===== config.mk =====
export PLATFORM = sky130hd
export DESIGN_NAME = programLoader
export DESIGN_NICKNAME = d
export VERILOG_FILES = /design/src/source/fetchPkg.sv /design/src/source/programLoader.sv
export SDC_FILE = /design/constraint.sdc
export NUM_CORES = 1
export LEC_CHECK = 0
export BUFFER_PORTS_ARGS = -buffer_cell sky130_fd_sc_hd__buf_2
export CORE_UTILIZATION = 50
export CTS_CLUSTER_DIAMETER = 60
export CTS_CLUSTER_SIZE = 14
export DETAILED_ROUTE_END_ITERATION = 8
export GPL_ROUTABILITY_DRIVEN = 1
export HOLD_SLACK_MARGIN = 0.1
export PLACE_DENSITY = 0.78
export SETUP_SLACK_MARGIN = 0.15
export SLEW_MARGIN = 20
export SYNTH_ARGS = -nofsm -noshare
export SYNTH_HDL_FRONTEND = slang
export SYNTH_SLANG_ARGS = --single-unit

===== constraint.sdc =====
create_clock -name clock -period 3 [get_ports clock]
set_input_delay 0.45 -clock clock [delete_from_list [all_inputs] [get_ports clock]]
set_output_delay 0.45 -clock clock [all_outputs]
set_load 0.01 [all_outputs]

===== src/source/fetchPkg.sv =====
package fetchPkg;

    // memory sizes
    localparam int BOOT_DEPTH = 128;                            // boot rom words
    localparam int BOOT_INDEX_WIDTH = $clog2(BOOT_DEPTH);       // 7 bits of pc
    localparam int PROGRAM_DEPTH = 256;                         // program store words
    localparam int PROGRAM_INDEX_WIDTH = $clog2(PROGRAM_DEPTH); // 8 bits of pc

    // opcodes known to this side of the core
    localparam logic [5:0] OPCODE_MOVI = 6'd26;                 // 6'b011010, move immediate

    // configuration register map
    localparam logic [1:0] CFG_LOAD_BASE = 2'd0;                // first program index to fill
    localparam logic [1:0] CFG_LOAD_COUNT = 2'd1;               // words to pull from disk
    localparam logic [1:0] CFG_CONTROL = 2'd2;                  // command bits below

    // control register bits
    localparam int CTRL_START_LOAD = 0;                         // kick off a disk load
    localparam int CTRL_END_BOOT = 1;                           // leave boot rom for good

    // instruction word layout, msb first
    //   31..26 opcode
    //   25..21 rd
    //   20..16 rs
    //   15..11 rt
    //   10..0  immediate
    // jumpTarget is bits 25..0, so it covers rd, rs, rt and immediate
    typedef struct packed {
        logic [5:0]  opcode;     // major opcode
        logic [4:0]  rd;         // destination register
        logic [4:0]  rs;         // first source
        logic [4:0]  rt;         // second source
        logic [10:0] immediate;  // short constant
        logic [25:0] jumpTarget; // absolute jump field
    } decodedInstr;

    // loader progress as seen by the register block and the host
    typedef struct packed {
        logic        busy;        // handshake in progress
        logic        done;        // last load reached its count
        logic [15:0] wordsLoaded; // words written since last start
    } loaderStatus;

endpackage


===== src/source/programLoader.sv =====
`timescale 1ns/1ps

module programLoader (
    input  logic                clock,
    input  logic                reset,
    input  logic                loadStart,   // one-cycle start from the register block
    input  logic [fetchPkg::PROGRAM_INDEX_WIDTH-1:0] loadBase,
    input  logic [15:0]         loadCount,
    output logic                diskReq,     // four-phase request
    input  logic                diskAck,     // four-phase acknowledge
    input  logic [31:0]         diskData,    // valid while diskAck high
    output logic                writeEnable, // one pulse per word
    output logic [fetchPkg::PROGRAM_INDEX_WIDTH-1:0] writeIndex,
    output logic [31:0]         writeData,
    output fetchPkg::loaderStatus status
);

    typedef enum logic [1:0] {
        idle,        // nothing loaded since reset
        request,     // diskReq high, waiting for ack
        waitRelease, // req dropped, waiting for ack low
        finished     // count reached, done held
    } loaderState;

    loaderState state;
    logic [fetchPkg::PROGRAM_INDEX_WIDTH-1:0] cursor; // next index to fill, wraps
    logic [15:0] targetCount;                         // count latched at start
    logic        capture;                             // ack seen while requesting

    assign capture = (state == request) && diskAck;

    always_ff @(posedge clock or posedge reset) begin
        if (reset) begin
            state       <= idle;
            diskReq     <= 1'b0;
            writeEnable <= 1'b0;
            cursor      <= '0;
            targetCount <= '0;
            status      <= '0;
        end else begin
            writeEnable <= 1'b0; // default, pulses on capture only
            case (state)
                idle, finished: begin
                    if (loadStart) begin
                        cursor             <= loadBase;
                        targetCount        <= loadCount;
                        status.busy        <= 1'b1;
                        status.done        <= 1'b0; // fresh run
                        status.wordsLoaded <= '0;
                        state              <= waitRelease; // ack must read low first
                    end
                end
                request: begin
                    if (capture) begin
                        writeEnable        <= 1'b1;
                        cursor             <= cursor + 1'b1; // modulo PROGRAM_DEPTH
                        status.wordsLoaded <= status.wordsLoaded + 16'd1;
                        diskReq            <= 1'b0; // phase 3
                        state              <= waitRelease;
                    end
                end
                waitRelease: begin
                    if (!diskAck) begin
                        if (status.wordsLoaded == targetCount) begin
                            status.busy <= 1'b0;
                            status.done <= 1'b1;
                            state       <= finished;
                        end else begin
                            diskReq <= 1'b1; // next word
                            state   <= request;
                        end
                    end
                end
                default: begin
                    state <= idle;
                end
            endcase
        end
    end

    // word and its slot travel together to memory
    always_ff @(posedge clock) begin
        if (capture) begin
            writeIndex <= cursor;
            writeData  <= diskData;
        end
    end

    // a new request only follows an ack that was already released
    reqAfterAckLow : assert property (
        @(posedge clock) disable iff (reset)
        $rose(diskReq) |-> !$past(diskAck)
    );

endmodule


Word-level counts from Yosys, hierarchy flattened
Index checks and enable logic that the tools add are counted.
Word-level totals
  bits in registers: 86
  output and inout bits: 60
Cells by class
  add/sub/neg operators: 2
  equal/unequal tests: 9
  mux-type cells: 20
  reductions and logical operators: 11
Operator list (count)
  $pmux 16 s2: 1
  $mux 18: 1
  $add 16x1->16 const B: 1
  $eq 16x16->1: 1
  $mux 16: 1
  $mux 8: 2
  $pmux 8 s2: 1
  $mux 2: 6
  $ne 2x2->1 const B: 5
  $add 8x1->8 const B: 1
  $reduce_and 4->1: 2
  $pmux 2 s3: 1
  $reduce_and 3->1: 2
  $reduce_bool 2->1: 3
  $mux 1: 5
  $eq 2x2->1 const B: 2
  $pmux 2 s2: 1
  $eq 2x1->1 const B: 1
  $logic_not 2->1: 1
  $pmux 1 s2: 1
  $reduce_and 2->1: 1
  $reduce_or 2->1: 1
  $logic_and 1x1->1: 1

Logic depth before layout (Yosys ltp)
  word-level depth: 4
  mapped depth: 8

Worst setup path before layout
No wires, ideal clock.
  kind: reg-to-reg
  start point: register state[1]
  end point: register diskReq
  arrival time: 2.148 ns
  required time: 2.880 ns
  path slack: 0.732 ns
  stages on the path, launching flop included: 6
  cell sequence: dfrtp_1 > inv_1 > ha_1 > and2_1 > a21boi_0 > a31o_2
On the way
  word-level cells in the longest chain between the ends: 4
  elaborated cells on any way between the ends: 9
  those cells by class: 5 x eq/ne; 1 x mux; 3 x reduce/logical
RTL lines
  from (decl): line programLoader.sv:25  | loaderState state;
  from (signal assigned): line programLoader.sv:34  | state <= idle;
  from (signal assigned): line programLoader.sv:50  | state <= waitRelease;
  from (signal assigned): line programLoader.sv:59  | state <= waitRelease;
  $eq 2x1->1: line programLoader.sv:30  | assign capture = (state == request) && diskAck;
  $logic_and 1x1->1: line programLoader.sv:30
  named net capture: line programLoader.sv:28  | logic capture;
  $ne 2x2->1 (no line)
  $reduce_and 4->1 (no line)
  to (signal assigned): line programLoader.sv:35  | diskReq <= 1'b0;
  to (signal assigned): line programLoader.sv:58  | diskReq <= 1'b0;
  to (signal assigned): line programLoader.sv:69  | diskReq <= 1'b1;
  to (decl): line programLoader.sv:9  | output logic diskReq,
The timed path passes the listed nets, and every way through them passes these cells.
A chain may end at the register's enable or synchronous reset.

Worst setup path after layout
  start point: register state[0]
  end point: register status[13] (netlist name)
On the way
  word-level cells in the longest chain between the ends: 4
  elaborated cells on any way between the ends: 10
  those cells by class: 4 x eq/ne; 1 x mux; 5 x reduce/logical
RTL lines
  $eq 2x2->1 (tied with other cells): line programLoader.sv:42  | case (state)
  $reduce_or 2->1 / $logic_and 1x1->1 (equally long branches): line programLoader.sv:42, programLoader.sv:30
  $ne 2x2->1 (no line) / $reduce_bool 2->1 (equally long branches)
  $reduce_and 3->1 (no line)
  to (decl): line programLoader.sv:15  | output fetchPkg::loaderStatus status
Parallel ways exist; a longest one is shown, timed or not.

==> results.txt <==
number of CTS-inserted buffers -> 9
VDD IR max -> 0.000392 V
nets -> 462
FMAX -> 403 MHz
H-Tree Level Count -> 3
synthesis-to-layout area growth -> 25.4%
critical path endpoint category -> register
wire per inst -> 15.9 µm
clock slew at reported path FFs -> 0.08 ns
post_cts resized -> 0
Max-slew headroom -> 0.466
Synthesized Nets -> 339
DRC -> 0
Hold Crit Class -> in -> async
Post-DP HPWL -> 5830 µm
postcts setup bufs -> 0
GR Layer Usage met2 -> 0.377
grt peak-use layer -> met2
dominant cell type by area after synthesis -> edfxtp_1
Clock Tree Root -> clkbuf_8
initial core utilization -> 0.526
die height -> 87.2 µm
total number of vias -> 2680
most frequent cells in the layout -> buf_2 (119), dfrtp_1 (46), edfxtp_1 (40)
CTS Buffer Depth -> 2
top post-synthesis cells by area -> edfxtp_1 (33%), dfrtp_1 (32%), mux2_2 (5.0%)
Yosys cell types -> 43
total gr overflow -> 0
clk_lat worst skew -> 0.35 ns
sequential-to-total area share from yosys stat -> 0.648
post-synth top area share -> 0.331
Mapped Area -> 3630 µm²
overall global routing resource usage -> 0.216
Syn Inst Count -> 275
Worst EP arrival -> 2.76 ns
# hold bufs at CTS -> 0
yosys synthesis warning count -> 0
critical path launch point type -> register
# setup viols final -> 0
GP Congestion -> 0.776
initial antenna violation count -> 0
Mapped Avg Cell Area -> 13.2 µm²
commonest non-fill, non-tap cell in the layout -> buf_2
layout cells sized above 1 -> 0.402
antenna violation net count after detailed routing -> 0
Max-Cap Viols -> 0
Fin Setup TNS -> 0 ns
crit path kind -> reg -> reg
Final Total Pwr -> 3630 µW
I/O pins -> 120
#FFs+latches synth -> 86
CTS tree -> built
crit-path max FO -> 24
IO buf count -> 119
ant diodes -> 0
P_leak -> 0.00203 µW
met3 usage -> 0.0502
final hold viol count -> 0
Core Area -> 6910 µm²
Via density -> 5.37
die area -> 7610 µm²
M1 GR Usage -> 0.261
Worst EP required -> 3.28 ns
crit-path cells -> ha_1 -> nand2b_1 -> nand2_2 -> or4_1 -> a21oi_1
status -> finished, final reports clean
skew final -> 0.00976 ns
Period Utilization, post-route -> 0.828
RSZ-0062 raised after global routing -> no
fin crit period -> 2.48 ns
worst-margin pin slew -> 0.801 ns
total wire length -> 7930 µm
vias in the first global route -> 2604
Sink Count -> 86
Slowest-stage cell, CP -> or4_1
global-route wire length before repair -> 12200 µm
CP peak stage delay -> 0.57 ns
Die W -> 87.2 µm
Slew Viols, Final -> 0
largest net degree at the start of global routing -> 47
DRT iter0 DRCs -> 150
Pwr Density -> 797 nW/µm²
drt pass-1 iters -> 4
num rows -> 30
==> Yosys cell counts (all sizes together) <==
master / instances
edfxtp: 40
dfrtp: 46
a32oi: 1
a31oi: 2
or2: 1
clkbuf: 5
nor2: 8
or4: 8
and4: 3
a21oi: 18
o2bb2ai: 1
o32ai: 1
and3: 3
nor3: 1
nand3b: 1
a2bb2oi: 1
o21ai: 11
xor2: 20
nand2b: 2
a21boi: 1
o22ai: 3
o31ai: 8
or2b: 1
ha: 4
o22a: 2
mux2i: 5
nand2: 14
nand3: 13
mux2: 17
nor4: 5
nand4: 8
buf: 6
inv: 9
or3: 1
nor2b: 1
a31o: 1
and2: 3
==> flip-flops by register name (all words and copies together) (netlist names) <==
name	count
writeEnable	1
writeData	32
writeIndex	8
diskReq	1
state	2
cursor	8
targetCount	16
status	18
==> metrics by stage <==
| step | utilization | area (µm²) | std cells | hold slack, ns | setup WS, ns |
|---|---|---|---|---|---|
| CTS | 0.659 | 4550 | 499 | 0.256 | 0.553 |
| detailed placement | 0.627 | 4330 | 483 | 0.478 | 0.566 |
| global placement | 0.627 | 4330 | 483 | 0.470 | 0.671 |
| floorplan | - | 3630 | 275 | 0.468 | 0.732 |
| finish | 0.659 | 4550 | 499 | 0.199 | 0.516 |
| global route | 0.659 | 4550 | 499 | 0.247 | 0.314 |
==> power breakdown <==
part	switching [µW]	leakage, µW	internal [µW]
clock network	400	0.000113	493
logic	550	0.000982	471
registers	201	0.000933	1520
total	1150	0.00203	2480
==> path summary, 6_finish.rpt <==
kind | startpoint | to | slack, ns | cells past startpoint
worst max-delay path | state[0] | status[13] | 0.52 | 5
worst min-delay path | reset | cursor[2] | 0.20 | 2
worst max register to register | state[0] | status[13] | 0.52 | 5
worst min register to register | status[17] | status[17] | 0.50 | 1
max in group asynchronous | reset | status[3] | 2.30 | 2
min in group clock | diskData[28] | writeData[28] | 0.27 | 1
==> critical path: cells and delay by family, from the launching register on <==
kind,cells,cell delay (ns)
adder cells (fa/ha/maj),1,0.47
AO/OA/AOI/OAI,1,0.15
AND/OR/NAND/NOR,3,1.38
flip-flops,1,0.40
==> routing by layer <==
metal  part of all wire  vias up
met3              0.067        7
met2               0.49      120
met4              0.011        0
met5                  0        -
li1                   -     1271
met1               0.43     1282
==> logic make-up (layout without fill, tap and decap cells) <==
group,count (synthesis),count (layout),synth area share
fa+ha+maj,4,4,0.0138
compound gates,50,50,0.0841
buf+inv,20,148,0.0227
flops,86,86,0.648
simple gates,73,73,0.116
xor+xnor,20,20,0.0482
mux,22,22,0.0675
==> area by class of cell <==
class / instances / area (µm²)
clock buffer: 11 / 141
clock inverter: 5 / 82.6
fill: 570 / 2350
inverter: 9 / 35.0
multi-input combinational: 169 / 1200
sequential: 86 / 2350
tap: 96 / 120
timing repair buffer: 123 / 626
(Power assumes the default switching activity.)
