===== src/source/fetchPkg.sv =====
package fetchPkg;

    // memory sizes
    localparam int BOOT_DEPTH = 128;                            // boot rom words
    localparam int BOOT_INDEX_WIDTH = $clog2(BOOT_DEPTH);       // 7 bits of pc
    localparam int PROGRAM_DEPTH = 256;                         // program store words
    localparam int PROGRAM_INDEX_WIDTH = $clog2(PROGRAM_DEPTH); // 8 bits of pc

    // opcodes known to this side of the core
    localparam logic [5:0] OPCODE_MOVI = 6'd26;                 // 6'b011010, move immediate

    // configuration register map
    localparam logic [1:0] CFG_LOAD_BASE = 2'd0;                // first program index to fill
    localparam logic [1:0] CFG_LOAD_COUNT = 2'd1;               // words to pull from disk
    localparam logic [1:0] CFG_CONTROL = 2'd2;                  // command bits below

    // control register bits
    localparam int CTRL_START_LOAD = 0;                         // kick off a disk load
    localparam int CTRL_END_BOOT = 1;                           // leave boot rom for good

    // instruction word layout, msb first
    //   31..26 opcode
    //   25..21 rd
    //   20..16 rs
    //   15..11 rt
    //   10..0  immediate
    // jumpTarget is bits 25..0, so it covers rd, rs, rt and immediate
    typedef struct packed {
        logic [5:0]  opcode;     // major opcode
        logic [4:0]  rd;         // destination register
        logic [4:0]  rs;         // first source
        logic [4:0]  rt;         // second source
        logic [10:0] immediate;  // short constant
        logic [25:0] jumpTarget; // absolute jump field
    } decodedInstr;

    // loader progress as seen by the register block and the host
    typedef struct packed {
        logic        busy;        // handshake in progress
        logic        done;        // last load reached its count
        logic [15:0] wordsLoaded; // words written since last start
    } loaderStatus;

endpackage


===== src/source/bootRom.sv =====
`timescale 1ns/1ps

module bootRom (
    input  logic [fetchPkg::BOOT_INDEX_WIDTH-1:0] readIndex, // low pc bits
    output logic [31:0]                           readData   // boot word
);

    logic [4:0] registerNumber; // rd for the movi at this index

    // index 1 clears r0, index 32 clears r31
    assign registerNumber = readIndex[4:0] - 5'd1;

    // start-up sequence, movi rN, 0 for every architectural register
    always_comb begin
        readData = 32'd0;
        case (readIndex) inside
            [7'd1:7'd32]: begin
                readData = {
                    fetchPkg::OPCODE_MOVI, // opcode
                    registerNumber,        // rd
                    5'd0,                  // rs
                    5'd0,                  // rt
                    11'd0                  // immediate
                };
            end
            default: begin
                readData = 32'd0; // index 0 and the tail decode as nop
            end
        endcase
    end

endmodule


===== config.mk =====
export PLATFORM = sky130hd
export DESIGN_NAME = bootRom
export DESIGN_NICKNAME = d
export VERILOG_FILES = /design/src/source/fetchPkg.sv /design/src/source/bootRom.sv
export SDC_FILE = /design/constraint.sdc
export NUM_CORES = 1
export LEC_CHECK = 0
export BUFFER_PORTS_ARGS = -buffer_cell sky130_fd_sc_hd__buf_2
export CAP_MARGIN = 20
export CORE_AREA = 2 2 39 41
export DETAILED_ROUTE_END_ITERATION = 7
export DIE_AREA = 0 0 41 43
export PLACE_DENSITY_LB_ADDON = 0.1
export REMOVE_ABC_BUFFERS = 1
export SYNTH_ARGS = -nofsm -noshare
export SYNTH_HDL_FRONTEND = slang
export SYNTH_SLANG_ARGS = --single-unit

===== constraint.sdc =====
create_clock -name vclk -period 3.38
set_input_delay 0.169 -clock vclk [all_inputs]
set_output_delay 0.169 -clock vclk [all_outputs]
set_load 0.05 [all_outputs]

======== After elaboration in Yosys (flattened, before gate mapping) ========
Cells that the tools add are included.
word-level totals
  memories ................................ 0
  logic and storage cells ................. 5
  ROM bits ................................ 0
  input port bits ......................... 7
  latch bits .............................. 0
  RAM bits ................................ 0
  register bits ........................... 0
cells by class
  reduce and logical (&&, ||, !) cells .... 1
  equality and inequality tests ........... 0
  muxes and demuxes ....................... 1
  $add $sub $neg .......................... 1
  divide/modulo/power cells ............... 0
  bitwise operators ....................... 0
  shift operators ......................... 0
  multiply operators ...................... 0
  order comparisons ....................... 2
operators by type and width
  kind                                                            count
  2-to-1 mux 31 bit                                               1
  >= comparator 7 x 1 -> 1 bit, second input constant             1
  less-or-equal comparator 7 x 6 -> 1 bit, second input constant  1
  subtractor 5 x 1 -> 5 bit, second input constant                1
  logical AND 1 bit                                               1

======== Logic depth before layout (Yosys ltp) ========
Gate-level depths: netlist (run 1).
  depth after elaboration ................. 3
  depth in mapped cells ................... 6
  depth with buffers taken out ............ 5

======== Worst setup path after synthesis (run 1) ========
OpenSTA, ideal clock, no wires.
  kind .................................... input to output
  from .................................... input port readIndex[1] (netlist bit)
  to ...................................... output port readData[21]
  stages on the path ...................... 5
  arrival ................................. 2,126 ps
  path buffers ............................ 0
  slack ................................... 1,085 ps
  data required time ...................... 3,211 ps
  path through ............................ inv_1 ha_1 or4b_1 a21o_1 nor3_1
between the ends
  cells in the longest elaborated chain, start to end .. 3
  elaborated cells on any way between the ends .. 4
RTL lines
  what                                                                                               RTL line       source
  start: declaration                                                                                 bootRom.sv:4   input logic [fetchPkg::BOOT_INDEX_WIDTH-1:0] readIndex,
  >= comparator 7 x 1 -> 1 bit (no line) or less-or-equal comparator 7 x 6 -> 1 bit (tied branches)  n/a
  logical AND 1 bit (no line) (*)                                                                    n/a
  2-to-1 mux 31 bit (*)                                                                              bootRom.sv:16  case (readIndex) inside
  end: declaration                                                                                   bootRom.sv:5   output logic [31:0] readData
Mark *: on every way between the ends. The rest lies on a longest branch, timed or not.

======== Final worst setup path (run 1) ========
Ends and elaborated chain as after synthesis.

==> results.cfg, run 1 <==
[global_routing]
grt_pass1_vias = 197
grt_use_total_pct = 6.194
met3_usage_pct = 0
gr-usage-met2_pct = 10.94
busiest_layer = met2
grt_pass1_wl_um = 814
grt.overflow.total = 0
antenna_found_initial = 0
grt_max_degree = 9
met1_usage_pct = 8.544

[placement]
hpwl_um = 539.5
dp_slack_ns = 1.472
gp_congestion = 0.7099
io_buffer_count = 15

[routing]
vias = 306
drt_iter0_drc = 3
routed_wl_um = 608
postRouteAntennaNets = 0
first_pass_iters = 3
drcViolationCount = 0
wire_per_inst_um = 7.506
vias_per_cell = 3.778

[logic_synthesis]
synth_top_area_share_pct = 49.37
synth_cell_types = 20
postSynthCellCount = 53
synthTopCellsByArea = buf_4 49%, ha_1 9.5%, nor3_2 5.1%, and2b_2 4.4%, nor4_1 3.2%
yosysTopAreaCell = buf_4
syn_area_per_cell_um2 = 7.460
synth_seq_area_share_pct = 0
synth_area_um2 = 395.4
synth_warnings = 0

[layout]
clock_buffers = 0
areaGrowthSynthToFinish_pct = -3.481
layout_common_cells = 24 x conb_1, 15 x buf_2, 3 x ha_1
n_antenna_cell = 0
seq_area_um2 = 0
num-nets-final = 77
seq_cells = 0
mostFrequentLayoutCell = conb_1
final_layout_size_suffix_gt1_share_pct = 32.31

[cts]
post_cts_resized = 0
cts_hold_buf = 0
cts_setup_buffers = 0

[sta]
period_share_pct = 55.93
worst_hold_slack_ns = 0.7493
rsz0062_at_grt = no
finalWorstSetupSlack_ns = 1.490
setup_viol = 0
final.setup.tns_ns = 0
layout_min_cycle_time_ns = 1.890
hold_violations = 0
timing.final.max_slew_violations = 0
fmax_mhz = 529.0

[setup_path]
start_kind = input pin
cp-startpoint = readIndex[1]
critPathRequiredTime_ns = 3.21
worstPathMaxFanout = 6
path_class = input pin to output port
cp-end-kind = output port
arrival_ns = 1.72

[outcome]
status = complete, no violations

[floorplanning]
die_h_um = 43
initial_core_util_pct = 28.57
fp.dieW_um = 41
io_pins = 39
die_area_mm2 = 0.001763
fp-row-count = 14
core_area_mm2 = 0.001384

[hold_path]
holdCritPathClass = input pin to output port
whs_path_depth = 3
hp-start = readIndex[0]

[pwr]
p_leak_nw = 0.2233
peakVddDrop_uv = 59.77
power.density_mw_per_mm2 = 265.5

[flow_run]
drv_cap = 0
-- worst paths after layout --
kind                           end
worst max-delay path  readData[21]
worst min-delay path  readData[21]
-- power breakdown --
part / total (mW) / switching, mW / internal [mW]
combinational: 0.101 / 0.0885 / 0.0128
sequential: 0 / 0 / 0
clock: 0 / 0 / 0
total: 0.101 / 0.0885 / 0.0128
-- layout make-up --
class              instances  area (um^2)
inverters                  2        7.507
fillers                  162         1002
repair buffers            15        75.07
well taps                 16        20.02
multi-input cells         48        279.0
-- logic make-up after synthesis --
family                   after synthesis  synth area share (%)
buffers and inverters                 28                 51.27
other                                  1                0.9485
AO/OA/AOI/OAI                          5                 7.911
AND/OR/NAND/NOR                       15                 28.17
XOR/XNOR                               1                 2.216
adder cells (fa/ha/maj)                3                 9.495
-- metal layers --
metal | vias to the layer above | wire length [um]
li1 | 153 | -
met1 | 130 | 237
met2 | 23 | 292
met3 | 0 | 78
met4 | 0 | 0
met5 | - | 0
-- worst max-delay path: stages --
cell and delay (ns):
buf_2 0.12, inv_1 0.10, ha_1 0.15, or4b_1 0.42, a21o_1 0.26, nor3_1 0.20, buf_2 0.29
-- per-stage QoR --
| step | util, % | cells | power (mW) | instance area, um^2 |
|---|---|---|---|---|
| floorplan | - | 50 | 0.08730 | 286.5 |
| global placement | 27.58 | 81 | 0.1016 | 381.6 |
| detailed placement | 27.58 | 81 | 0.1011 | 381.6 |
| CTS | 27.58 | 81 | 0.1013 | 381.6 |
| global route | 27.58 | 81 | 0.1068 | 381.6 |
| finish | 27.58 | 81 | 0.1013 | 381.6 |
-- cell usage after synthesis, types with 2 or more instances --
cell type / count
a21oi_1: 2
and2b_2: 2
buf_4: 26
ha_1: 3
inv_1: 2
nor3_1: 2
nor3_2: 2
nor4_1: 2
Note: power is estimated with default switching activity, not from simulation.
==> run 2, diff against run 1 <==
==> constraint.sdc (replaced) <==
create_clock -name vclk -period 1.5
set_input_delay 0.075 -clock vclk [all_inputs]
set_output_delay 0.075 -clock vclk [all_outputs]
set_load 0.05 [all_outputs]
==> run 2 against run 1 <==
Compared with the run above: the flow now finishes with violations (negative setup slack); non-clock buffer count rose by 10; clock-buffer cell count did not move; worst hold slack got worse by 0.18 ns; cell area rose by 64%; via count rose by 18%; sequential share of layout area did not move; first-iteration DRC count fell by 100%; setup slack got worse by 1.5 ns; critical endpoint is now readData[22]; largest cell class unchanged; highest routed layer unchanged.
==> results.cfg, run 2 (synthesis gave the netlist of run 1 again) <==
[outcome]
status = complete, but fails checks
violations = negative setup slack

[setup_path]
critPathRequiredTime_ns = 1.42
path_class = input pin to output port
arrival_ns = 1.43
start_kind = input pin
crit_slowest_cell = or4b_4
cp_top_family = simple AND/OR/NAND/NOR gates
slowest_delay_ns = 0.45
cp-end-kind = output port
worstPathMaxFanout = 6
cp_num_buf_inv = 3
path_cells = buf_8, inv_6, ha_4, or4b_4, a21o_4, nor3_4, buf_6

[sta]
rsz0062_at_grt = yes
hold_violations = 0
timing.final.max_slew_violations = 0
period_share_pct = 100.5
setup_viol = 1
layout_min_cycle_time_ns = 1.507
worst_hold_slack_ns = 0.5662
fmax_mhz = 663.7
finalWorstSetupSlack_ns = -0.006785
final.setup.tns_ns = -0.006785

[routing]
drt_iter0_drc = 0
routed_wl_um = 824
vias_per_cell = 3.967
postRouteAntennaNets = 0
first_pass_iters = 1
drcViolationCount = 0
wire_per_inst_um = 9.055
vias = 361

[global_routing]
met1_usage_pct = 11.54
gr-usage-met2_pct = 16.25
grt_max_degree = 8
grt.overflow.total = 0
grt_pass1_wl_mm = 1.152
antenna_found_initial = 0
met3_usage_pct = 0
grt_pass1_vias = 296
grt_use_total_pct = 8.826
busiest_layer = met2

[floorplanning]
core_area_mm2 = 0.001384
io_pins = 39
fp-row-count = 14
fp.dieW_um = 41
initial_core_util_pct = 28.57
die_h_um = 43
die_area_mm2 = 0.001763

[layout]
mostFrequentLayoutCell = conb_1
clock_buffers = 0
fillers = 147
n_antenna_cell = 0
seq_area_um2 = 0
layout_common_cells = 24 x conb_1, 10 x buf_4, 8 x buf_6, 5 x buf_2, 4 x nor3_4
num-nets-final = 87
areaGrowthSynthToFinish_pct = 58.23
seq_cells = 0
final_layout_size_suffix_gt1_share_pct = 56.00

[pwr]
peakVddDrop_uv = 152.3
seqPwrFrac_pct = 0
p_int_mw = 0.07245
p_comb_share_pct = 100.0
p_leak_nw = 0.3008
p_sw_mw = 0.2205
switching_share_pct = 75.27
power.density_mw_per_mm2 = 468.3
power.share.clock_pct = 0

[placement]
io_buffer_count = 15
hpwl_um = 600.5
gp_congestion = 0.6960
dp_slack_ns = -0.1718

[cts]
cts_hold_buf = 0

[flow_run]
drv_cap = 0

[hold_path]
holdCritPathClass = input pin to output port
run 2: cell count changes in the layout (fill, tap and decap cells not counted), moves of 2 or more:
cell    previous run  this run
buf_6              0         8
nor3_4             0         4
buf_2             15         5
nor3_2             2         0
inv_1              2         0
buf_4              0        10
nor3_1             2         0
run 2: layout make-up:
| cell class | instances | area (um^2) | area share, % |
|---|---|---|---|
| inverter | 2 | 15.01 | 2.400 |
| multi-input combinational | 48 | 365.4 | 58.40 |
| tap | 16 | 20.02 | 3.200 |
| timing repair buffer | 25 | 225.2 | 36.00 |
run 2: stage by stage:
step / area, um^2 / power [mW] / util [%] / cells
finish: 625.6 / 0.2929 / 45.21 / 91
detailed placement: 441.7 / 0.2441 / 31.92 / 89
global route: 625.6 / 0.3082 / 45.21 / 91
global placement: 441.7 / 0.2454 / 31.92 / 89
CTS: 579.3 / 0.2860 / 41.86 / 90
floorplan: 286.5 / 0.1967 / - / 50
run 2: metal layers:
metal | wire, um | share of wire, % | vias to the layer above
met3 | 79 | 9.6 | 0
li1 | - | - | 172
met4 | 0 | 0 | 0
met1 | 258 | 31 | 166
met5 | 0 | 0 | -
met2 | 486 | 59 | 23
run 2: what timing repair did:
action	in CTS	in global routing
resized for setup	34	6
pin swaps	4	5
hold endpoints to repair	0	0
setup buffers	1	1
endpoints found under the setup margin	8	8
run 2: path summary, 6_finish.rpt:
check	start	endpoint	slack, ns	cells after the start
worst min-delay path	readIndex[0]	readData[21]	0.57	4
worst max-delay path	readIndex[0]	readData[22]	-0.007	7
run 2: power groups by stage:
stage                     combinational [mW]  clock (mW)  sequential [mW]
after floorplan                        0.197           0                0
after global placement                 0.245           0                0
after detailed placement               0.244           0                0
after CTS                              0.286           0                0
after global routing                   0.308           0                0
final                                  0.293           0                0
