[config.mk]
export PLATFORM = sky130hd
export DESIGN_NAME = bootControl
export DESIGN_NICKNAME = d
export VERILOG_FILES = /design/src/source/fetchPkg.sv /design/src/source/bootControl.sv
export SDC_FILE = /design/constraint.sdc
export NUM_CORES = 1
export LEC_CHECK = 0
export ABC_AREA = 0
export BUFFER_PORTS_ARGS = -buffer_cell sky130_fd_sc_hd__buf_2
export CAP_MARGIN = 0
export CORE_UTILIZATION = 35
export DETAILED_ROUTE_END_ITERATION = 7
export PLACE_DENSITY = 0.72
export SLEW_MARGIN = 30
export SYNTH_ARGS = -nofsm -noshare
export SYNTH_HDL_FRONTEND = slang
export SYNTH_SLANG_ARGS = --single-unit
[constraint.sdc]
create_clock -name clock -period 1.2 [get_ports clock]
set_input_delay 0.06 -clock clock [delete_from_list [all_inputs] [get_ports clock]]
set_output_delay 0.06 -clock clock [all_outputs]
set_load 0.1 [all_outputs]
[src/source/fetchPkg.sv]
package fetchPkg;

    // memory sizes
    localparam int BOOT_DEPTH = 128;                            // boot rom words
    localparam int BOOT_INDEX_WIDTH = $clog2(BOOT_DEPTH);       // 7 bits of pc
    localparam int PROGRAM_DEPTH = 256;                         // program store words
    localparam int PROGRAM_INDEX_WIDTH = $clog2(PROGRAM_DEPTH); // 8 bits of pc

    // opcodes known to this side of the core
    localparam logic [5:0] OPCODE_MOVI = 6'd26;                 // 6'b011010, move immediate

    // configuration register map
    localparam logic [1:0] CFG_LOAD_BASE = 2'd0;                // first program index to fill
    localparam logic [1:0] CFG_LOAD_COUNT = 2'd1;               // words to pull from disk
    localparam logic [1:0] CFG_CONTROL = 2'd2;                  // command bits below

    // control register bits
    localparam int CTRL_START_LOAD = 0;                         // kick off a disk load
    localparam int CTRL_END_BOOT = 1;                           // leave boot rom for good

    // instruction word layout, msb first
    //   31..26 opcode
    //   25..21 rd
    //   20..16 rs
    //   15..11 rt
    //   10..0  immediate
    // jumpTarget is bits 25..0, so it covers rd, rs, rt and immediate
    typedef struct packed {
        logic [5:0]  opcode;     // major opcode
        logic [4:0]  rd;         // destination register
        logic [4:0]  rs;         // first source
        logic [4:0]  rt;         // second source
        logic [10:0] immediate;  // short constant
        logic [25:0] jumpTarget; // absolute jump field
    } decodedInstr;

    // loader progress as seen by the register block and the host
    typedef struct packed {
        logic        busy;        // handshake in progress
        logic        done;        // last load reached its count
        logic [15:0] wordsLoaded; // words written since last start
    } loaderStatus;

endpackage

[src/source/bootControl.sv]
`timescale 1ns/1ps

module bootControl (
    input  logic                clock,
    input  logic                reset,
    input  logic                cfgWrite,   // single-cycle register write strobe
    input  logic [1:0]          cfgAddr,    // register select
    input  logic [31:0]         cfgData,    // write data
    input  fetchPkg::loaderStatus status,   // loader feedback
    output logic                loadStart,  // one-cycle kick to the loader
    output logic [fetchPkg::PROGRAM_INDEX_WIDTH-1:0] loadBase,
    output logic [15:0]         loadCount,
    output logic                bootActive  // fetch from boot rom while high
);

    logic controlWrite; // write hits the control register
    logic startRequest; // host asks for a load
    logic startAllowed; // loader free and count usable

    assign controlWrite = cfgWrite && (cfgAddr == fetchPkg::CFG_CONTROL);
    assign startRequest = controlWrite && cfgData[fetchPkg::CTRL_START_LOAD];
    // a start already in flight counts as busy, the loader sees it one edge later
    assign startAllowed = !status.busy && !loadStart && (loadCount != 16'd0);

    always_ff @(posedge clock or posedge reset) begin
        if (reset) begin
            loadBase   <= '0;
            loadCount  <= '0;
            bootActive <= 1'b1;  // core wakes up in the boot rom
            loadStart  <= 1'b0;
        end else begin
            loadStart <= startRequest && startAllowed; // pulse, else ignored
            if (cfgWrite) begin
                case (cfgAddr)
                    fetchPkg::CFG_LOAD_BASE: begin
                        loadBase <= cfgData[fetchPkg::PROGRAM_INDEX_WIDTH-1:0];
                    end
                    fetchPkg::CFG_LOAD_COUNT: begin
                        loadCount <= cfgData[15:0];
                    end
                    fetchPkg::CFG_CONTROL: begin
                        if (cfgData[fetchPkg::CTRL_END_BOOT]) begin
                            bootActive <= 1'b0; // sticky until reset
                        end
                    end
                    default: begin
                        // address 3 unmapped
                    end
                endcase
            end
        end
    end

    // only reset may bring the boot rom back
    bootStaysOff : assert property (
        @(posedge clock) disable iff (reset)
        !$rose(bootActive)
    );

    // start pulse never overlaps a running load
    noStartWhileBusy : assert property (
        @(posedge clock) disable iff (reset)
        loadStart |-> !status.busy
    );

endmodule

# Yosys cells after proc, flatten, opt, wreduce, memory -nomap -nowiden
# Index checks and enable logic that the tools add are counted.
dict set report totals {
  out_inout_bits 26
  inputBits 55
  register_bits 26
  latch_bits 0
  elab_cells 18
  romBits 0
  n_memories 0
  ram_bits 0
}
dict set report classes {
  mul 0
  n_reduce_logical 12
  div 0
  muxes 0
  n_shift 0
  n_addsub 0
  n_lt_le_gt_ge 0
  eq_ne 2
  n_bitwise 0
}
# operator n
set op_table {}
lappend op_table {{16-bit nonzero test} 1}
lappend op_table {{1-bit logical AND} 5}
lappend op_table {{2-bit AND reduction} 2}
lappend op_table {{3-bit AND reduction} 1}
lappend op_table {{2-bit by 1-bit equality test with 1-bit output, second input constant} 1}
lappend op_table {{2-bit equality test, second input constant} 1}
lappend op_table {{1-bit zero test} 2}
lappend op_table {{2-bit zero test} 1}

# Logic depth before layout (Yosys ltp)
# Gate-level depths: netlist (run 1).
dict set report depth {
  depth_word 4
  ltp_mapped 3
  depth_no_buf 3
}

# Worst setup path before layout (run 1)
# OpenSTA, ideal clock, no wires.
dict set report synth_path {
  path_kind {register -> register}
  startpoint {reg loadCount[4]}
  endpoint {reg loadStart}
  setup_slack_ns -0.300
  path_stages_with_launch 4
  required_time_ns 1.080
  n_path_buf 0
  t_arrival_ns 1.379
  setup_ns 0.120
  synth_period_minus_slack_ns 1.500
  path_cell_list {dfrtp_1 > nor4_1 > nand4_1 > and4_1}
}
dict set report synth_between {
  elab_chain_len 3
}
# item line_no
set synth_lines {}
lappend synth_lines {{start, declared} bootControl.sv:12} ;# output logic [15:0] loadCount,
lappend synth_lines {{start signal, assigned} bootControl.sv:39} ;# loadCount <= cfgData[15:0];
lappend synth_lines {{16-bit nonzero test} bootControl.sv:23} ;# assign startAllowed = !status.busy && !loadStart && (loadCount != 16'd0);
lappend synth_lines {{1-bit logical AND} bootControl.sv:23}
lappend synth_lines {{1-bit logical AND} bootControl.sv:32} ;# loadStart <= startRequest && startAllowed;
lappend synth_lines {{end signal, assigned} bootControl.sv:32}
lappend synth_lines {{end, declared} bootControl.sv:10} ;# output logic loadStart,
# No other way between the ends.
# A chain may end at the register's enable or synchronous reset.

# Worst setup path after layout (run 1)
dict set report layout_path {
  startpoint {reg loadCount[4]}
  endpoint {out loadCount[4]}
}
# No word-level cell between the ends.

==> results of run 1 <==
## layout by cell type (no fill, tap or decap), drive strengths merged, types with 4 or more instances in the layout
cell and n:
buf 46, clkbuf 12, dlygate4sd3 17, nor4 4, dfrtp 25, mux2 24
## stage by stage
stage | TNS [ns] | util, % | worst slack (ns) | area (sq um)
detailed placement | -0.0433 | 54.2 | -0.0433 | 1510
global placement | -0.0308 | 54.2 | -0.0308 | 1510
floorplan | -0.0708 | - | -0.0708 | 1090
finish | 0 | 65.6 | 0.0107 | 1830
CTS | -0.00976 | 63.6 | -0.00410 | 1770
global route | -0.132 | 65.6 | -0.0302 | 1830
## worst register-to-register path, cell delays in order, from the launching register on
cell and delay [ns]:
dfrtp_4 0.52, nor4_4 0.28, nand4_1 0.12, and4_1 0.16
## logic make-up after synthesis
| group | after synthesis | share of synthesized area (%) |
|---|---|---|
| buffers and inverters | 2 | 1.68 |
| DFF | 26 | 62.7 |
| AOI/OAI and AO/OA | 1 | 0.722 |
| and+or+nand+nor | 10 | 8.91 |
| muxes | 24 | 26.0 |
## what timing repair did
| action | CTS | global route |
|---|---|---|
| buffers inserted | 0 | 0 |
| hold buffers | 17 | 0 |
| resized for setup | 16 | 14 |
| endpoints found under the setup margin | 13 | 13 |
| endpoints found under the hold margin | 50 | 0 |
## routing by layer
| metal | global-route usage [%] | vias up | share of wire (%) |
|---|---|---|---|
| met5 | 0 | - | 0 |
| met4 | 4.18 | 0 | 0 |
| met3 | 3.92 | 0 | 5.5 |
| met2 | 29.4 | 28 | 55 |
| met1 | 20.8 | 401 | 40 |
| li1 | - | 378 | - |
## final cells by class
type / instances / share of cell area, %
multi-input combinational: 35 / 23.1
timing repair buffer: 71 / 34.1
inverter: 1 / 0.206
clock buffer: 4 / 1.99
tap: 31 / 2.12
sequential: 26 / 38.5
## Yosys cell counts (all sizes together)
library cell	count
a21boi	1
nor4	4
nand3b	1
dfstp	1
mux2	24
inv	1
clkbuf	1
and3b	1
nor3b	1
dfrtp	25
nand4	1
and4	1
nor2	1
## registers in the layout, summed over array words and instances (netlist names)
register and count:
loadBase 8, loadCount 16, bootActive 1, loadStart 1
## final timing paths
check	endpoint	slack (ns)	cells past startpoint
setup / recovery	loadCount[4]	0.01	2
setup reg to reg	loadStart	0.03	3
hold / removal	loadStart	0.06	3
max in group asynchronous	bootActive	0.65	4
min in group asynchronous	loadBase[3]	0.30	4
hold reg to reg	bootActive	0.52	1
## power breakdown
part           switching [mW]  internal (mW)  leakage (nW)
Combinational            1.36          0.535         0.493
Sequential              0.163           1.08         0.282
Clock                   0.248          0.185        0.0210
Total                    1.77           1.80         0.796
==> flow_summary.ini, run 1 <==
[critical_path]
worstPathCellList = buf_6 -> buf_12
crit_path_start = loadCount[4]
worst_setup_path_end_kind = output pin
cp.required_ns = 1.14
path_max_fanout = 2
worstSetupPathType = flop to output pin
reg2reg_from = loadCount[14]
critPathTopFamily = flip-flops
startpoint_type = flop
worst-path-buf-inv = 2
cp.arrival_ns = 1.13
slowest_delay_ns = 0.52
cpMaxStageDelayCell = dfrtp_4

[power]
powerDensity_mw_per_mm2 = 1960
power_mw = 3.58
ir_worst_vdd_mv = 1.52
cellLeakagePower_nw = 0.796

[cts]
path_clk_slew_ns = 0.13
cts_buffer_depth = 2
htreeDepth = 1
cts_root_buffer = clkbuf_4
clock_latency_ns = 0.31
cts_tree = yes
cts_num_sinks = 26
cts_made_buffers = 3

[global_routing]
grt_pass1_wl_mm = 4.07
grt_use_total_pct = 16.8
grt_max_degree = 17
antenna_found_initial = 0
grt_pass1_vias = 863
grt_remaining_overflow = 0

[sta]
slew_headroom_pct = 79.9
finalCritPeriodShare_pct = 99.1
hold_ws_ns = 0.0573
fin_crit_ns = 1.19
fin_skew_ns = 0.00218
fmax_ghz = 0.841
worst_pin_slew_ns = 0.303
rsz0062_at_grt = yes
final_hold_viol_count = 0
drv_slew = 0
setup-violations-final = 0

[drt]
routed_wl_mm = 2.66
first_pass_iters = 4
drc = 0
drtIter0Drc = 6
avgRoutedWirePerCell_microns = 15.8
postRouteAntennaNets = 0
vias = 807
vias_per_cell = 4.80

[layout]
n_antenna_cell = 0
syn_to_final_growth_pct = 75.6
multiInputGateArea_sq_um = 422
nNetsFinal = 193
stdcell_count = 168
layout-drive-gt1-share_pct = 83.9
seqCellArea_sq_um = 703
n_fill_cell = 199

[synthesis]
yosys_warnings = 0
synth_cells = 63
synth_top_area_cell = dfrtp_1
synthesis.nets = 118
synth_area_sq_mm = 0.00104
yosys.area.top_type_share_pct = 60.2
yosysUniqueCellTypes = 13
seq_area_frac_synth_pct = 62.7
synth.avg_cell_area_sq_um = 16.5
synth_area_leaders = dfrtp_1, mux2_2, dfstp_2
synth_seq_cells = 26

[floorplan]
initial_core_util_pct = 37.4
die-width_microns = 56.5
boundaryPins = 81
core_sq_mm = 0.00278
die_h_microns = 56.5
std_cell_rows = 19
die_area_sq_mm = 0.00319

[min_path]
hold_path_class = primary input to flop
min-delay-start = status[17]

[status]
status = complete, no violations

[place]
gp_congestion = 0.675
port_buffers = 47
dpl.cell_count = 147
dp_hpwl_mm = 1.74

[flow_run]
cap_violations = 0
No activity file was read; power rests on OpenSTA's default activity.
==> run 2: changes to the inputs <==
CORE_UTILIZATION = 30   (was 35)
CTS_CLUSTER_DIAMETER = 120   (was not set)
PLACE_DENSITY = not set   (was 0.72)
==> run 2 against run 1 <==
  * Clock-buffer cell count did not move
  * Sequential power about the same
  * Clock skew rose by 0.00095 ns
  * Critical path type unchanged
  * Final cell count grew 11%
  * Total power is 2.3% higher
  * Non-clock buffer count is 3 higher
  * Critical path depth did not move
  * Sequential cell count stayed put
  * Core utilization down 8.6 points
==> flow_summary.ini, run 2 (same netlist as run 1, synthesis figures left out) <==
[layout]
reg_top3 = loadCount (16), loadBase (8)
n_antenna_cell = 0
nNetsFinal = 196
regMostFlops = loadCount
final_common_cell = mux2_2
syn_to_final_growth_pct = 83.2
layout-drive-gt1-share_pct = 84.3
final_cell_area_sq_mm = 0.00190
layout_common_cells = mux2_2, buf_2, dlygate4sd3_1, dfrtp_2, buf_4
largest_register_ffs = 16
n_fill_cell = 296

[sta]
fin_crit_ns = 1.19
finalCritPeriodShare_pct = 99.1
rsz0062_at_grt = yes
drv_slew = 0
slew_headroom_pct = 68.1
fin_skew_ns = 0.00313
final_hold_viol_count = 0
fmax_ghz = 0.841
worst_pin_slew_ns = 0.482
setup-violations-final = 0

[critical_path]
rr_worst_depth = 3
startpoint_type = flop
cp.required_ns = 1.14
rr_endpoint = loadStart
worstPathCellList = buf_6 -> buf_12
cp.arrival_ns = 1.13
slowest_delay_ns = 0.52
path_max_fanout = 2
reg2reg_from = loadCount[14]
r2r_slack_ns = 0.02
cpMaxStageDelayCell = dfrtp_4
worstSetupPathType = flop to output pin
worst_setup_path_end_kind = output pin

[power]
internal_power_mw = 1.88
powerDensity_mw_per_mm2 = 1920
power_mw = 3.66
pwr-share-clk_pct = 12.0
cellLeakagePower_nw = 0.826
pwr-share-seq_pct = 33.6
p_comb_share_pct = 54.4
switchingPower_mw = 1.78
ir_worst_vdd_mv = 1.22
swShare_pct = 48.6

[floorplan]
core_sq_mm = 0.00334
die_h_microns = 60.9
std_cell_rows = 21
initial_core_util_pct = 31.2
die-width_microns = 60.9
boundaryPins = 81
die_area_sq_mm = 0.00371

[cts]
path_clk_slew_ns = 0.14
cts_buffer_depth = 2
cts_tree = yes
htreeDepth = 1
cts_root_buffer = clkbuf_4
clock_latency_ns = 0.32
cts_made_buffers = 3
cts_num_sinks = 26

[place]
dp_hpwl_mm = 1.64
dpl-instance-area_sq_mm = 0.00157
port_buffers = 47
gp_congestion = 0.652

[global_routing]
grt_use_total_pct = 14.3
top_usage_layer = met2
grt_pass1_vias = 890
grtUsageMet2_pct = 28.3
gr-usage-met3_pct = 4.05
grt_remaining_overflow = 0
grt_max_degree = 27
antenna_found_initial = 0
grt_use_met1_pct = 15.0
grt_pass1_wl_mm = 3.78

[min_path]
min_path_cells = 3
min-delay-start = status[17]
min_to = loadStart
hold_path_class = primary input to flop

[drt]
postRouteAntennaNets = 0
avgRoutedWirePerCell_microns = 13.7
vias_per_cell = 4.35
vias = 809
drc = 0
first_pass_iters = 2
routed_wl_mm = 2.55
drtIter0Drc = 25

[status]
status = complete, no violations

[flow_run]
cap_violations = 0
[run 2: cell types whose count changed in the layout (fill, tap and decap cells not counted)]
cell,previous run,this run
buf_6,3,7
buf_12,7,9
buf_4,15,13
buf_2,21,22
clkbuf_4,11,9
[run 2: what timing repair did]
action / 4_1_cts / 5_1_grt
endpoints found under the hold margin: 49 / 0
endpoints found under the setup margin: 14 / 15
gates resized for setup: 18 / 13
hold buffers: 17 / 0
setup buffers: 0 / 1
pin swaps: 0 / 1
[run 2: layout make-up]
type	instances	area [sq um]	area share [%]
sequential	26	703	36.9
timing repair buffer	74	682	35.8
multi-input combinational	35	422	22.1
tap	46	57.6	3.02
clock buffer	4	36.3	1.91
inverter	1	3.75	0.197
[run 2: through the flow]
stage | util [%] | setup TNS [ns] | cells | hold WS (ns) | setup WS [ns]
after global placement | 47.1 | -0.0487 | 164 | 0.127 | -0.0487
after global routing | 57.1 | -0.226 | 186 | 0.0348 | -0.0478
final | 57.1 | 0 | 186 | 0.0535 | 0.0104
after floorplan | - | -0.0708 | 63 | 0.0983 | -0.0708
after detailed placement | 47.1 | -0.0486 | 164 | 0.129 | -0.0486
after CTS | 55.3 | -0.0160 | 185 | 0.0426 | -0.00578
[run 2: metal layers]
layer / vias to the layer above / part of all wire [%]
met3: 2 / 4.3
met1: 394 / 40
met2: 29 / 55
li1: 384 / -
met4: 0 / 0.47
met5: - / 0
[run 2: worst max-delay path by stage]
stage | endpoint | slack (ns) | depth (start not counted) | startpoint
global placement | loadStart | -0.05 | 3 | loadCount[14]
CTS | loadCount[4] | -0.006 | 2 | loadCount[4]
finish | loadCount[14] | 0.01 | 2 | loadCount[14]
global route | loadStart | -0.05 | 3 | loadCount[6]
floorplan | loadStart | -0.07 | 3 | loadCount[14]
detailed placement | loadStart | -0.05 | 3 | loadCount[10]
[run 2: power groups by stage]
stage               clock [mW]  combinational (mW)  sequential (mW)
global placement             0                1.83             1.18
detailed placement           0                1.84             1.19
finish                   0.441                1.99             1.23
floorplan                    0               0.183             2.34
global route             0.490                2.06             1.25
CTS                      0.461                1.94             1.21
[run 2: worst max-delay path: cells and delay by family, from the launching register on]
| kind | cells | cell delay [ns] |
|---|---|---|
| flip-flops | 1 | 0.52 |
| buffers and inverters | 2 | 0.28 |
==> run 3: changes to the inputs <==
--- a/config.mk
+++ b/config.mk
@@ -9,5 +9,6 @@
 export BUFFER_PORTS_ARGS = -buffer_cell sky130_fd_sc_hd__buf_2
-export CAP_MARGIN = 0
+export CAP_MARGIN = 20
 export CORE_UTILIZATION = 30
 export CTS_CLUSTER_DIAMETER = 120
+export CTS_CLUSTER_SIZE = 24
 export DETAILED_ROUTE_END_ITERATION = 7
==> constraint.sdc (replaced) <==
create_clock -name clock -period 1.2 [get_ports clock]
set_input_delay 0.18 -clock clock [delete_from_list [all_inputs] [get_ports clock]]
set_output_delay 0.18 -clock clock [all_outputs]
set_load 0.1 [all_outputs]
==> run 3 against run 2 <==
  * The flow now finishes with violations (setup timing)
  * Via count down 3.0%
  * Sequential share of layout area down 2.8 points
  * Clock skew up 0.0033 ns
  * Register-to-register slack worse by 0.02 ns
  * Combinational power up 20%
  * Setup slack worse by 0.10 ns
  * Clock-buffer cell count down 1
  * Die area unchanged
==> flow_summary.ini, run 3 (same netlist as run 1, synthesis figures left out) <==
[status]
status = complete, but fails checks
violations = setup timing

[drt]
postRouteAntennaNets = 0
routed_wl_mm = 2.56
avgRoutedWirePerCell_microns = 14.2
vias_per_cell = 4.36
dr_wl_met2_mm = 1.31
wl_met1_mm = 1.08
wl_met3_microns = 121
drc = 0
vias = 785
first_pass_iters = 4
highest_layer = met4
drtIter0Drc = 24

[global_routing]
grt_max_degree = 27
grt_remaining_overflow = 0
grt_pass1_vias = 802
grt_use_total_pct = 14.3
grt_pass1_wl_mm = 3.73
antenna_found_initial = 0

[flow_run]
cap_violations = 0

[floorplan]
std_cell_rows = 21
die_h_microns = 60.9
die_area_sq_mm = 0.00371
core_sq_mm = 0.00334
initial_core_util_pct = 31.2
boundaryPins = 81
die-width_microns = 60.9

[sta]
setup_tns_ns = -0.820
fin_skew_ns = 0.00640
worst_pin_slew_ns = 0.349
fmax_ghz = 0.773
fin_crit_ns = 1.29
slew_headroom_pct = 76.7
finalCritPeriodShare_pct = 108
final_hold_viol_count = 0
setup-violations-final = 15
rsz0062_at_grt = yes
worst_slack_ns = -0.0944
drv_slew = 0

[layout]
n_antenna_cell = 0
nNetsFinal = 190
regMostFlops = loadCount
syn_to_final_growth_pct = 98.1
final_common_cell = buf_12
reg_top3 = loadCount (16), loadBase (8)
n_fill_cell = 276
layout_common_cells = buf_12, mux2_2, buf_2, dfrtp_2, buf_6
largest_register_ffs = 16
layout-drive-gt1-share_pct = 95.5
finish.utilization_pct = 61.7

[place]
pre_cts_ws_ns = -0.0725
gp_congestion = 0.695
port_buffers = 47
dp_hpwl_mm = 1.85

[critical_path]
cp.arrival_ns = 1.11
startpoint_type = flop
worstSetupPathType = flop to output pin
worst_setup_path_end_kind = output pin
path_max_fanout = 2
cp.required_ns = 1.02

[cts]
path_clk_slew_ns = 0.15
cts_made_buffers = 3
cts_root_buffer = clkbuf_4
htreeDepth = 1
cts_num_sinks = 26
clock_latency_ns = 0.32
cts_buffer_depth = 2
cts_tree = yes

[power]
ir_worst_vdd_mv = 1.01
cellLeakagePower_nw = 0.897
powerDensity_mw_per_mm2 = 2050

[min_path]
hold_path_class = primary input to flop
## run 3: cell types whose count changed in the layout (fill, tap and decap cells not counted), sizes merged
cell         before  now
clkbuf           10    3
dlygate4sd3      17    1
buf              51   67
bufinv            0    1
## run 3: path summary, 6_finish.rpt
kind | from | endpoint | cells after the start | slack [ns]
max | loadCount[4] | loadCount[4] | 2 | -0.09
min | cfgData[1] | bootActive | 2 | 0.02
max reg2reg | loadCount[1] | loadStart | 4 | 0
min reg2reg | bootActive | bootActive | 1 | 0.52
max in group asynchronous | reset | bootActive | 4 | 0.46
min in group asynchronous | reset | loadCount[4] | 4 | 0.44
## run 3: where the power goes
| group | internal (mW) | switching [mW] | leakage, nW |
|---|---|---|---|
| Sequential | 1.08 | 0.158 | 0.282 |
| Clock | 0.337 | 0.263 | 0.0279 |
| Combinational | 0.959 | 1.43 | 0.587 |
## run 3: through the flow
| stage | hold slack (ns) | std cells | instance area (sq um) | total power [mW] |
|---|---|---|---|---|
| 2_1_floorplan | 0.218 | 63 | 1090 | 2.53 |
| 6_report | 0.0211 | 180 | 2060 | 4.23 |
| 4_1_cts | 0.0161 | 177 | 2020 | 4.22 |
| 3_3_place_gp | 0.248 | 170 | 1890 | 3.48 |
| 5_1_grt | 0.0316 | 180 | 2060 | 4.37 |
| 3_5_place_dp | 0.258 | 170 | 1890 | 3.52 |
## run 3: repair_timing
action                                  CTS  global route
setup buffers                             2             3
endpoints found under the hold margin    25             0
hold buffers                              1             0
gates resized for setup                  14             3
endpoints found under the setup margin   15            15
## run 3: final cells by class
class | instances | area, sq um | share of cell area [%]
multi-input combinational | 35 | 395 | 19.2
tap | 46 | 57.6 | 2.79
timing repair buffer | 68 | 847 | 41.1
clock inverter | 1 | 30.0 | 1.46
sequential | 26 | 703 | 34.1
inverter | 1 | 3.75 | 0.182
clock buffer | 3 | 22.5 | 1.09
## run 3: critical path: stages (launching register included)
cell	delay [ns]
dfrtp_4	0.51
buf_6	0.13
buf_12	0.15
## run 3: layer usage
metal  global-route usage, %  vias to the layer above
met4                    6.82                        0
met2                    22.8                       30
met3                    2.77                        4
li1                        -                      370
met1                    18.7                      381
met5                       0                        -
